`src/hdl/alu_pkg.sv`:
```
// ALU operation codes, shift kinds and the widths of the ALU control fields.
`default_nettype none

package alu_pkg;

    localparam int ALU_CTRL_W = 5;                      // enough room for all eighteen operations.
    localparam int SHAMT_W    = 5;                      // shifts on a 32-bit word need five bits.
    localparam int SHIFT_OP_W = 2;

    typedef logic [ALU_CTRL_W-1:0] alu_ctrl_t;          // selects one ALU operation.
    typedef logic [SHAMT_W-1:0]    shamt_t;             // shift amount, taken from b[4:0].
    typedef logic [SHIFT_OP_W-1:0] shift_op_t;          // shift kind handed to the shifter.

    // Arithmetic and logic operations.
    localparam alu_ctrl_t ALU_ADD   = 5'd0;
    localparam alu_ctrl_t ALU_SUB   = 5'd1;
    localparam alu_ctrl_t ALU_XOR   = 5'd2;
    localparam alu_ctrl_t ALU_OR    = 5'd3;
    localparam alu_ctrl_t ALU_AND   = 5'd4;

    // Shifts.
    localparam alu_ctrl_t ALU_SLL   = 5'd5;
    localparam alu_ctrl_t ALU_SRL   = 5'd6;
    localparam alu_ctrl_t ALU_SRA   = 5'd7;

    // Set-less-than and the upper-immediate forms.
    localparam alu_ctrl_t ALU_SLT   = 5'd8;
    localparam alu_ctrl_t ALU_SLTU  = 5'd9;
    localparam alu_ctrl_t ALU_LUI   = 5'd10;            // passes b through unchanged.
    localparam alu_ctrl_t ALU_AUIPC = 5'd11;            // a holds the pc, b the shifted immediate.

    // Branch compares give their truth value in bit 0.
    localparam alu_ctrl_t ALU_BEQ   = 5'd12;
    localparam alu_ctrl_t ALU_BNE   = 5'd13;
    localparam alu_ctrl_t ALU_BLT   = 5'd14;
    localparam alu_ctrl_t ALU_BGE   = 5'd15;
    localparam alu_ctrl_t ALU_BLTU  = 5'd16;
    localparam alu_ctrl_t ALU_BGEU  = 5'd17;

    // Shift kinds.
    localparam shift_op_t SH_SLL = 2'd0;
    localparam shift_op_t SH_SRL = 2'd1;
    localparam shift_op_t SH_SRA = 2'd2;                // right shift with sign fill.

endpackage

`default_nettype wire

```
`src/hdl/riscv_pkg.sv`:
```
// RV32I instruction-field types with the opcode and funct3 encodings used by the execute stage.
`default_nettype none

package riscv_pkg;

    localparam int XLEN = 32;                           // data path width of the core.

    typedef logic [XLEN-1:0] word_t;                    // one register-sized data word.
    typedef logic [6:0]      opcode_t;                  // major opcode, instruction bits 6:0.
    typedef logic [2:0]      funct3_t;                  // minor function, instruction bits 14:12.

    // Major opcodes that reach the execute stage.
    localparam opcode_t OP     = 7'b0110011;            // register-register arithmetic.
    localparam opcode_t OP_IMM = 7'b0010011;            // register-immediate arithmetic.
    localparam opcode_t BRANCH = 7'b1100011;
    localparam opcode_t LOAD   = 7'b0000011;
    localparam opcode_t STORE  = 7'b0100011;
    localparam opcode_t LUI    = 7'b0110111;
    localparam opcode_t AUIPC  = 7'b0010111;

    // funct3 values of the OP and OP_IMM groups.
    localparam funct3_t F3_ADD_SUB = 3'b000;            // funct7 bit 5 picks SUB on OP.
    localparam funct3_t F3_SLL     = 3'b001;
    localparam funct3_t F3_SLT     = 3'b010;
    localparam funct3_t F3_SLTU    = 3'b011;
    localparam funct3_t F3_XOR     = 3'b100;
    localparam funct3_t F3_SRL_SRA = 3'b101;            // funct7 bit 5 picks SRA.
    localparam funct3_t F3_OR      = 3'b110;
    localparam funct3_t F3_AND     = 3'b111;

    // funct3 values of the BRANCH group.
    localparam funct3_t F3_BEQ  = 3'b000;
    localparam funct3_t F3_BNE  = 3'b001;
    localparam funct3_t F3_BLT  = 3'b100;
    localparam funct3_t F3_BGE  = 3'b101;
    localparam funct3_t F3_BLTU = 3'b110;
    localparam funct3_t F3_BGEU = 3'b111;

endpackage

`default_nettype wire
```
`src/hdl/shift_if.sv`:
```
// Shift request and result bundle between the ALU and the serial shifter.
`default_nettype none

interface shift_if;
    import riscv_pkg::*;
    import alu_pkg::*;

    logic      start;                                   // held by the ALU until done.
    shift_op_t op;
    word_t     operand;
    shamt_t    amount;
    logic      done;                                    // one-cycle pulse from the shifter.
    word_t     result;                                  // valid while done is high.

    modport requester (
        output start, op, operand, amount,
        input  done, result
    );

    modport shifter (
        input  start, op, operand, amount,
        output done, result
    );

endinterface

`default_nettype wire

```
`src/hdl/execute_top.sv`:
```
// Execute stage top level joining the decoder, the ALU and the serial shifter.
`default_nettype none

module execute_top #(
    parameter bit serial_shift = 1'b1
) (
    input  wire                     clk,
    input  wire                     resetn,
    input  wire                     valid,
    input  wire riscv_pkg::opcode_t opcode,
    input  wire riscv_pkg::funct3_t funct3,
    input  wire                     funct7_b5,
    input  wire riscv_pkg::word_t   a,
    input  wire riscv_pkg::word_t   b,
    output riscv_pkg::word_t        result,
    output logic                    zero,
    output logic                    ready
);
    import alu_pkg::*;

    alu_ctrl_t alucontrol;

    shift_if sh_bus ();

    alu_decoder u_decoder (
        .opcode     (opcode),
        .funct3     (funct3),
        .funct7_b5  (funct7_b5),
        .alucontrol (alucontrol)
    );

    alu #(
        .serial_shift (serial_shift)
    ) u_alu (
        .clk        (clk),
        .resetn     (resetn),
        .a          (a),
        .b          (b),
        .alucontrol (alucontrol),
        .valid      (valid),
        .ready      (ready),
        .result     (result),
        .zero       (zero),
        .sh         (sh_bus.requester)
    );

    serial_shifter u_shifter (
        .clk    (clk),
        .resetn (resetn),
        .sh     (sh_bus.shifter)              // stays idle when the barrel path is built.
    );

endmodule

`default_nettype wire

```
`src/hdl/alu.sv`:
```
// RV32I ALU with a shared compare adder and a serial or barrel path for shifts.
`default_nettype none

module alu #(
    parameter bit serial_shift = 1'b1
) (
    input  wire                     clk,
    input  wire                     resetn,
    input  wire riscv_pkg::word_t   a,
    input  wire riscv_pkg::word_t   b,
    input  wire alu_pkg::alu_ctrl_t alucontrol,
    input  wire                     valid,
    output logic                    ready,
    output riscv_pkg::word_t        result,
    output logic                    zero,
    shift_if.requester              sh
);
    import riscv_pkg::*;
    import alu_pkg::*;

    logic        is_shift;
    logic        is_sub;
    word_t       condinv;
    logic [32:0] sum;
    logic        eq;
    logic        lt;
    logic        ltu;
    word_t       shift_result;
    logic        shift_ready;
    logic        shift_busy;                            // a serial request has been issued.

    assign is_shift = (alucontrol == ALU_SLL) || (alucontrol == ALU_SRL) ||
                      (alucontrol == ALU_SRA);

    // every compare subtracts, so one adder serves them all.
    assign is_sub = (alucontrol == ALU_SUB)  || (alucontrol == ALU_SLT)  ||
                    (alucontrol == ALU_SLTU) || (alucontrol == ALU_BEQ)  ||
                    (alucontrol == ALU_BNE)  || (alucontrol == ALU_BLT)  ||
                    (alucontrol == ALU_BGE)  || (alucontrol == ALU_BLTU) ||
                    (alucontrol == ALU_BGEU);

    assign condinv = is_sub ? ~b : b;
    assign sum     = {1'b0, a} + {1'b0, condinv} + {32'd0, is_sub};
    assign eq      = (sum[31:0] == '0);
    assign ltu     = ~sum[32];                          // no carry out means a borrow.
    assign lt      = (a[31] ^ b[31]) ? a[31] : ltu;     // equal signs reduce to the unsigned case.

    assign sh.operand = a;
    assign sh.amount  = b[4:0];
    assign sh.op      = (alucontrol == ALU_SRA) ? SH_SRA :
                        (alucontrol == ALU_SRL) ? SH_SRL : SH_SLL;

    always_ff @(posedge clk) begin
        if (!resetn) begin
            shift_busy <= 1'b0;
        end else if (sh.done) begin
            shift_busy <= 1'b0;
        end else if (sh.start) begin
            shift_busy <= 1'b1;
        end
    end

    if (serial_shift) begin : g_serial
        assign sh.start     = valid & is_shift;         // held until the shifter answers.
        assign shift_result = sh.result;
        assign shift_ready  = sh.done & shift_busy;
    end else begin : g_barrel
        word_t sll_res;
        word_t srl_res;
        word_t sra_res;

        assign sll_res      = a << b[4:0];
        assign srl_res      = a >> b[4:0];
        assign sra_res      = word_t'($signed(a) >>> b[4:0]);
        assign sh.start     = 1'b0;
        assign shift_result = (sh.op == SH_SRA) ? sra_res :
                              (sh.op == SH_SRL) ? srl_res : sll_res;
        assign shift_ready  = valid;
    end

    assign ready = is_shift ? shift_ready : valid;

    always_comb begin
        case (alucontrol)
            ALU_ADD, ALU_SUB, ALU_AUIPC: result = sum[31:0];
            ALU_XOR:   result = a ^ b;
            ALU_OR:    result = a | b;
            ALU_AND:   result = a & b;
            ALU_SLL, ALU_SRL, ALU_SRA: result = shift_result;
            ALU_SLT:   result = {31'd0, lt};
            ALU_SLTU:  result = {31'd0, ltu};
            ALU_LUI:   result = b;
            ALU_BEQ:   result = {31'd0, eq};
            ALU_BNE:   result = {31'd0, ~eq};
            ALU_BLT:   result = {31'd0, lt};
            ALU_BGE:   result = {31'd0, ~lt};
            ALU_BLTU:  result = {31'd0, ltu};
            ALU_BGEU:  result = {31'd0, ~ltu};
            default:   result = sum[31:0];
        endcase
    end

    assign zero = (result == '0);

endmodule

`default_nettype wire

```
`src/hdl/serial_shifter.sv`:
```
// Serial shifter that moves the operand one bit per clock and pulses done at the end.
`default_nettype none

module serial_shifter (
    input wire      clk,
    input wire      resetn,
    shift_if.shifter sh
);
    import riscv_pkg::*;
    import alu_pkg::*;

    typedef enum logic {
        S_IDLE,
        S_SHIFT
    } state_t;

    state_t    state;
    shamt_t    count;                                   // shifts still to do after this one.
    word_t     data;
    shift_op_t op_q;
    logic      done_q;

    // One step of the selected shift kind.
    function automatic word_t shift_one(input word_t value, input shift_op_t kind);
        word_t next;
        case (kind)
            SH_SRA:  next = {value[31], value[31:1]};
            SH_SRL:  next = {1'b0, value[31:1]};
            default: next = {value[30:0], 1'b0};
        endcase
        return next;
    endfunction

    always_ff @(posedge clk) begin
        if (!resetn) begin
            state  <= S_IDLE;
            count  <= '0;
            done_q <= 1'b0;
        end else begin
            done_q <= 1'b0;                             // done lasts a single cycle.
            case (state)
                S_IDLE: begin
                    // the cycle that shows done ignores the start still held by the ALU.
                    if (sh.start && !done_q) begin
                        op_q <= sh.op;
                        if (sh.amount == '0) begin
                            data   <= sh.operand;
                            done_q <= 1'b1;
                        end else begin
                            data <= shift_one(sh.operand, sh.op);  // first step on the capture edge.
                            if (sh.amount == 5'd1) begin
                                done_q <= 1'b1;
                            end else begin
                                count <= sh.amount - 5'd1;
                                state <= S_SHIFT;
                            end
                        end
                    end
                end
                S_SHIFT: begin
                    data  <= shift_one(data, op_q);
                    count <= count - 5'd1;
                    if (count == 5'd1) begin
                        done_q <= 1'b1;
                        state  <= S_IDLE;
                    end
                end
                default: state <= S_IDLE;
            endcase
        end
    end

    assign sh.done   = done_q;
    assign sh.result = data;

endmodule

`default_nettype wire

```
`src/hdl/alu_decoder.sv`:
```
// Combinational decoder from opcode, funct3 and funct7 bit 5 to the ALU operation.
`default_nettype none

module alu_decoder (
    input  wire riscv_pkg::opcode_t opcode,
    input  wire riscv_pkg::funct3_t funct3,
    input  wire                     funct7_b5,
    output alu_pkg::alu_ctrl_t      alucontrol
);
    import riscv_pkg::*;
    import alu_pkg::*;

    logic is_op;

    assign is_op = (opcode == OP);                      // only the register form knows SUB.

    always_comb begin
        alucontrol = ALU_ADD;                           // unknown opcodes fall back to add.
        case (opcode)
            LOAD, STORE: begin
                alucontrol = ALU_ADD;                   // address is base plus offset.
            end
            LUI: begin
                alucontrol = ALU_LUI;
            end
            AUIPC: begin
                alucontrol = ALU_AUIPC;
            end
            BRANCH: begin
                case (funct3)
                    F3_BEQ:  alucontrol = ALU_BEQ;
                    F3_BNE:  alucontrol = ALU_BNE;
                    F3_BLT:  alucontrol = ALU_BLT;
                    F3_BGE:  alucontrol = ALU_BGE;
                    F3_BLTU: alucontrol = ALU_BLTU;
                    F3_BGEU: alucontrol = ALU_BGEU;
                    default: alucontrol = ALU_ADD;     // funct3 010 and 011 are not branches.
                endcase
            end
            OP, OP_IMM: begin
                case (funct3)
                    F3_ADD_SUB: begin
                        // an immediate add may have bit 30 set by a negative immediate.
                        alucontrol = (is_op && funct7_b5) ? ALU_SUB : ALU_ADD;
                    end
                    F3_SLL:  alucontrol = ALU_SLL;
                    F3_SLT:  alucontrol = ALU_SLT;
                    F3_SLTU: alucontrol = ALU_SLTU;
                    F3_XOR:  alucontrol = ALU_XOR;
                    F3_SRL_SRA: begin
                        alucontrol = funct7_b5 ? ALU_SRA : ALU_SRL;  // same bit in both forms.
                    end
                    F3_OR:   alucontrol = ALU_OR;
                    F3_AND:  alucontrol = ALU_AND;
                    default: alucontrol = ALU_ADD;
                endcase
            end
            default: begin
                alucontrol = ALU_ADD;
            end
        endcase
    end

endmodule

`default_nettype wire

```
`config.mk`:
```
export PLATFORM = sky130hd
export DESIGN_NAME = execute_top
export DESIGN_NICKNAME = d
export VERILOG_FILES = /design/src/hdl/alu_pkg.sv /design/src/hdl/riscv_pkg.sv /design/src/hdl/shift_if.sv /design/src/hdl/execute_top.sv /design/src/hdl/alu.sv /design/src/hdl/serial_shifter.sv /design/src/hdl/alu_decoder.sv
export SDC_FILE = /design/constraint.sdc
export NUM_CORES = 1
export LEC_CHECK = 0
export BUFFER_PORTS_ARGS = -buffer_cell sky130_fd_sc_hd__clkbuf_2
export CELL_PAD_IN_SITES_DETAIL_PLACEMENT = 1
export CELL_PAD_IN_SITES_GLOBAL_PLACEMENT = 1
export CORE_UTILIZATION = 40
export CTS_CLUSTER_SIZE = 20
export DETAILED_ROUTE_END_ITERATION = 12
export GPL_TIMING_DRIVEN = 1
export PLACE_DENSITY_LB_ADDON = 0.1
export SYNTH_ARGS = -nofsm -noshare
export SYNTH_HDL_FRONTEND = slang
export SYNTH_HIERARCHICAL = 1
export SYNTH_SLANG_ARGS = --single-unit
```
`constraint.sdc`:
```
create_clock -name clk -period 5.21 [get_ports clk]
set_clock_uncertainty 0.1 [all_clocks]
set_input_delay 0.2605 -clock clk [delete_from_list [all_inputs] [get_ports clk]]
set_output_delay 0.2605 -clock clk [all_outputs]
set_load 0.01 [all_outputs]
```
After elaboration in Yosys (flattened, before gate mapping)
Cells that the tools add are included. W data, S select, Z words.

Bitwise gates (word level): 12. Add/sub/neg operators: 4. Div/mod/pow operators: 0. Mux-type cells: 30. Equal/unequal tests: 38. Multiply operators: 0. Order comparisons: 0. Reduce and logical (&&, ||, !) cells: 26. Shifts and indexed selects: 0.

Operator list (count): $pmux W32 S11 (1); $pmux W32 S2 (3); $mux W32 (3); $logic_not A32 Y1 (2); $pmux W5 S8 (1); $eq A5 B4 Y1 const B (7); $add A32 B32 Y33 (1); $add A33 B1 Y33 (1); $and A32 B32 Y32 (1); $not A32 Y32 (1); $or A32 B32 Y32 (1); $xor A32 B32 Y32 (1); $pmux W5 S6 (1); $eq A5 B3 Y1 const B (4); $pmux W5 S4 (1); $eq A5 B1 Y1 const B (3); $mux W5 (3); $eq A7 B5 Y1 const B (2); $eq A7 B6 Y1 const B (2); $mux W1 (13); $eq A3 B3 Y1 const B (4); $eq A5 B2 Y1 const B (2); $eq A5 B5 Y1 const B (2); $logic_or A1 B1 Y1 (10); other kinds (22) (40).

Bits in latches: 0. ROM bits: 0. Memories kept: 0. Output and inout bits: 34. Bits in writable memories: 0. Word-level logic and storage cells: 117. Input port bits: 78. Bits in registers: 42.

Logic depth before layout (Yosys ltp)
Depth in word-level cells: 22. Mapped depth: 21. Gate-level depth less buffers: 19.

Hierarchy
Netlist, hierarchy kept.

By module, submodules not included: alu (sequential area each 20.0 um2, instances 1, cells an instance 748, area an instance 5192.5 um2); serial_shifter (sequential area each 1161.1 um2, instances 1, cells an instance 425, area an instance 3179.3 um2); alu_decoder (sequential area each 0.0 um2, instances 1, cells an instance 24, area an instance 173.9 um2).

Least setup slack after synthesis
Ideal clock, no wire load.

Path kind: in2out. Start point: input opcode[2]. End point: output zero. Arrival time: 4977 ps. Required time: 4850 ps. Buffers on the path: 2. Stages on the path: 20. Slack: -128 ps. Cells stage by stage: and4bb_1 -> nand2_2 -> o32ai_1 -> o21ba_2 -> o211ai_1 -> clkbuf_1 -> xnor2_1 -> ha_1 -> clkbuf_1 -> o21a_1 -> o211ai_1 -> o21ai_0 -> a31oi_1 -> o31a_1 -> o311a_1 -> o21ai_1 -> xnor2_1 -> o211ai_1 -> or4_1 -> nor3_2.

Elaborated cells between the ends (all ways): 47. Those cells by class: add/sub: 2; eq/ne: 21; mux: 6; bitwise: 3; reduce/logical: 15.

RTL lines: start: declaration (RTL line execute_top.sv:10) `input wire riscv_pkg::opcode_t opcode,`; $eq A7 B5 Y1 / $eq A7 B6 Y1 (equally long branches) (RTL line alu_decoder.sv:19) `case (opcode)`; $reduce_or A2 Y1 (RTL line alu_decoder.sv:19); $pmux W5 S4 (*) (RTL line alu_decoder.sv:19); named net alucontrol[2] (RTL line execute_top.sv:21) `alu_ctrl_t alucontrol;`; $eq A5 B1 Y1 / $eq A5 B4 Y1 (equally long branches) (RTL line alu.sv:36, alu.sv:84); $logic_or A1 B1 Y1 (2 in a row) (RTL line alu.sv:36) `assign is_sub = (alucontrol == ALU_SUB) || (alucontrol == ALU_SLT) ||`; $logic_or A1 B1 Y1 (2 in a row) (RTL line alu.sv:37) `(alucontrol == ALU_SLTU) || (alucontrol == ALU_BEQ) ||`; $logic_or A1 B1 Y1 (2 in a row) (RTL line alu.sv:38) `(alucontrol == ALU_BNE) || (alucontrol == ALU_BLT) ||`; $logic_or A1 B1 Y1 (2 in a row) (RTL line alu.sv:39) `(alucontrol == ALU_BGE) || (alucontrol == ALU_BLTU) ||`; $mux W32 (RTL line alu.sv:42) `assign condinv = is_sub ? ~b : b;`; $add A32 B32 Y33 (RTL line alu.sv:43) `assign sum = {1'b0, a} + {1'b0, condinv} + {32'd0, is_sub};`; $add A33 B1 Y33 (RTL line alu.sv:43); $pmux W32 S11 (*) (RTL line alu.sv:84) `case (alucontrol)`; named net result[29] (RTL line execute_top.sv:15) `output riscv_pkg::word_t result,`; $logic_not A32 Y1 (*) (RTL line alu.sv:103) `assign zero = (result == '0);`; end: declaration (RTL line execute_top.sv:16) `output logic zero,`.

Mark *: on every way through the listed nets, which the timed path passes. The rest lies on a longest branch. The select of a mux whose other input is x is not followed.

Final worst setup path
Start point: input funct3[2]. End point: output zero.

Cells in the longest elaborated chain, start to end: 20. Elaborated cells between the ends (all ways): 48. Those cells by class: add/sub: 2; eq/ne: 23; mux: 6; bitwise: 3; reduce/logical: 14.

Ends and longest elaborated chain: start: declaration (RTL line execute_top.sv:11) `input wire riscv_pkg::funct3_t funct3,`; $eq A3 B3 Y1, or another cell as far along (RTL line alu_decoder.sv:30, alu_decoder.sv:41); $pmux W5 S8 / $pmux W5 S6 (equally long branches) (RTL line alu_decoder.sv:41, alu_decoder.sv:30); $pmux W5 S4 (*) (RTL line alu_decoder.sv:19); named net alucontrol[0] (RTL line execute_top.sv:21); branches (longest 15 deep; another with $add A32 B32 Y33); $pmux W32 S11 (*) (RTL line alu.sv:84); $logic_not A32 Y1 (*) (RTL line alu.sv:103).

Mark *: on every way through the listed nets, which the timed path passes. The select of a mux whose other input is x is not followed.

==> flow_metrics.tcl <==
set metrics [dict create \
    status "finished, violations left" \
    violations "setup timing" \
    hold_slack_ns 0.219 \
    syn_inst 1197 \
    cts_root_buf "clkbuf_16" \
    timing.final.crit_share_pct 110 \
    synth_async_sr_flop_share_pct 0 \
    grt_max_degree 80 \
    min_path_cells 2 \
    clock_latency_ns 0.29 \
    cts_tree "built" \
    gr-usage-met3_pct 3.68 \
    io_buffers 111 \
    timing.slew.headroom_pct 24.3 \
    yosysTopAreaCellShare_pct 15.4 \
    htreeDepth 2 \
    grt_overflow_total 0 \
    cts_sinks 42 \
    routed_via_density 6.08 \
    vdd_drop_max_mv 0.117 \
    hpwl_um 28800 \
    postCtsHoldBufs 0 \
    use_met2_pct 61.2 \
    drt-initial-drc-count 844 \
    post-synth-top-area-cell "ha_1" \
    gp_congestion 0.965 \
    syn_to_final_growth_pct 34.2 \
    syn_avg_cell_area_um2 7.14 \
    fp.dieH_um 148 \
    synth_area_leaders "ha_1 (15%), edfxtp_1 (12%), o21ai_0 (7.8%)" \
    r2r_end "u_shifter/sh.result[17]" \
    r2r_slack_ns 2.96 \
    postRouteAntennaNets 0 \
    yosysUniqueCellTypes 82 \
    fin_cells 1716 \
    n_antenna_cell 0 \
    synth_warnings 6 \
    synth_fp_nets 1381 \
    use_met1_pct 43.1 \
    reg2reg_depth 6 \
    pin_count 112 \
    synth.cell_area_mm2 0.00855 \
    powerDensity_mw_per_mm2 181 \
    die_w_um 148 \
    num_vias 10437 \
    start_util_pct 40.8 \
    drt_wl_total_um 39800 \
    fin_crit_ns 5.73 \
    reg2reg_from "u_shifter/op_q[1]" \
    tightestPinTransition_ns 1.14 \
    die_area_mm2 0.0220 \
    final_max_slew_viol_count 0 \
    synth_seq_cells 42 \
    clockBufferDepth 2 \
    grt_pass1_vias 10412 \
    final_nets 1624 \
    grt_use_total_pct 35.1 \
    postPlaceCellArea_mm2 0.0103 \
    dp_cells 1658 \
    hold_viol_final 0 \
    drc 0 \
    layout-drive-gt1-share_pct 32.3 \
    cp.required_ns 4.85 \
    rsz0062_at_grt "true" \
    antenna_found_initial 0 \
    crit_arrival_ns 5.37 \
    post-place-ws_ns -0.631 \
    critPathLaunchType "input pin" \
    cp-end-kind "primary output" \
    synth_edf_count 34 \
    seq_area_frac_synth_pct 13.8 \
    whs_endpoint "u_shifter/state" \
    max_clock_freq_mhz 174 \
    min_from "resetn" \
    crit_path_max_fanout 6 \
    grt_first_pass_wirelength_um 59500 \
    top_usage_layer "met2" \
    cts_inserted_buffers 5 \
    setup_slack_ns -0.524 \
    critPathKind "in -> out" \
    placementRows 53 \
    fp.coreArea_mm2 0.0210 \
    cap_violations 0 \
    finalSetupViolations 3 \
    fin_area_mm2 0.0115 \
    ys.flop_type "edfxtp_1" \
    leakage_nw 5.21 \
    setup_tns_ns -0.929 \
    first_pass_iters 5 \
    hold_path.class "in -> reg" \
    routedWlPerCell_um 23.2 \
    clk_pin_slew_worst_paths_ns 0.06 \
]
[cells in the mapped netlist, types with 4 or more instances]
cell type,number
buf_2,5
o21bai_1,5
nand3_1,13
clkbuf_1,61
and3_1,8
nand2b_1,7
a222oi_1,17
nor3b_1,6
o21ai_0,133
a21oi_1,63
xor2_1,15
mux2i_1,6
nor3_1,12
inv_1,88
o21ai_1,56
nand2_1,152
buf_4,37
a31oi_1,7
nand4_1,15
xnor2_1,47
buf_1,8
ha_1,105
o2111ai_1,8
nor2_1,62
a221oi_1,12
buf_6,6
o211a_1,9
a22oi_1,15
a211oi_1,6
o21a_1,10
o211ai_1,58
o31a_1,4
a21o_1,8
edfxtp_1,34
dfxtp_1,8
nor2b_1,8
or4_1,5
nor4_1,8
and3b_1,4
[logic make-up (layout without fill, tap and decap cells)]
kind of cell | Yosys count | count (layout) | share of synthesized area, %
compound gates | 444 | 444 | 33.5
simple gates | 331 | 331 | 18.6
buf+inv | 205 | 449 | 11.2
fa+ha+maj | 106 | 106 | 15.6
xor+xnor | 62 | 62 | 6.35
flops | 42 | 42 | 13.8
mux | 7 | 7 | 0.878
[critical path: stages]
cell and delay (ns):
buf_6 0.10, and3b_2 0.22, nor4_4 0.31, o221ai_2 0.17, o21ba_4 0.22, o211ai_1 0.32, buf_4 0.20, buf_12 0.14
xnor2_2 0.08, ha_1 0.26, nor2_1 0.32, a211oi_4 0.12, buf_4 0.16, buf_4 0.14, o2111ai_4 0.26, a21oi_4 0.12
nor4_2 0.35, buf_4 0.17, o31ai_1 0.09, nor4_2 0.37, buf_4 0.17, nand2_1 0.05, or4_1 0.43, nor3_2 0.19
buf_2 0.15
[metrics by stage]
stage / util, % / total power, mW
after floorplan: - / 0.929
after global placement: 49.2 / 1.51
after detailed placement: 49.2 / 1.53
after CTS: 53.0 / 1.95
after global routing: 54.7 / 2.18
final: 54.7 / 2.07
[state kept, by name (all words and copies together), names as in the netlist]
| name | flops |
|---|---|
| u_shifter/state | 1 |
| u_alu/shift_busy | 1 |
| u_shifter/count | 5 |
| u_shifter/sh.result | 32 |
| u_shifter/sh.done | 1 |
| u_shifter/op_q | 2 |
[worst max path at each step]
| stage | startpoint | endpoint | slack [ns] | cells after the start |
|---|---|---|---|---|
| 6_report | funct3[2] | zero | -0.52 | 25 |
| 5_1_grt | opcode[2] | zero | -0.67 | 27 |
| 4_1_cts | opcode[3] | zero | -0.22 | 25 |
| 3_5_place_dp | opcode[2] | zero | -0.63 | 23 |
| 3_3_place_gp | funct3[1] | zero | -0.55 | 23 |
| 2_1_floorplan | opcode[2] | zero | 0.05 | 20 |
[cell type report]
class,count,area [um^2]
sequential,42,1180
tap,275,344
clock inverter,2,8.76
timing repair buffer,353,2490
inverter,88,330
fill,2642,9480
multi-input combinational,950,6990
clock buffer,6,129
[power breakdown]
part           switching [mW]  leakage (nW)  internal, mW  total, mW
registers           0.0000960         0.364         0.362      0.362
clock network           0.133        0.0683         0.176      0.309
logic                   0.738          4.78         0.663       1.40
total                   0.871          5.21          1.20       2.07
[placed cells by master, fill, tap and decap left out, types with 6 or more instances in the layout]
cell type	synthesis	routed
nor3_1	12	6
nor2b_1	8	7
nor3_2	1	6
a21oi_1	63	46
and3_1	8	7
a21oi_2	0	15
o21ai_1	56	61
edfxtp_1	34	34
buf_6	6	19
a21o_1	8	8
dfxtp_1	8	7
buf_4	37	227
o211ai_1	58	58
nand2_1	152	150
o21a_1	10	10
clkbuf_2	0	103
nor2_1	62	59
ha_1	105	102
inv_1	88	86
nand3_1	13	13
o21ai_0	133	122
xnor2_1	47	40
a22oi_1	15	15
a222oi_1	17	17
a221oi_1	12	12
o211a_1	9	8
nand4_1	15	15
xor2_1	15	13
xnor2_2	0	6
[routing by layer]
metal  share of wire (%)  vias to the layer above
met5                   0                        -
met4                 4.8                        0
met3                 5.6                      111
met2                  49                      440
met1                  41                     5052
li1                    -                     4834
[what timing repair did]
| action | CTS | global route |
|---|---|---|
| pin swaps | 35 | 36 |
| endpoints found under the setup margin | 3 | 11 |
| setup buffers | 36 | 17 |
| cloned | 1 | 0 |
| gates resized for setup | 75 | 65 |
| hold endpoints to repair | 0 | 0 |
(Power assumes the default switching activity.)
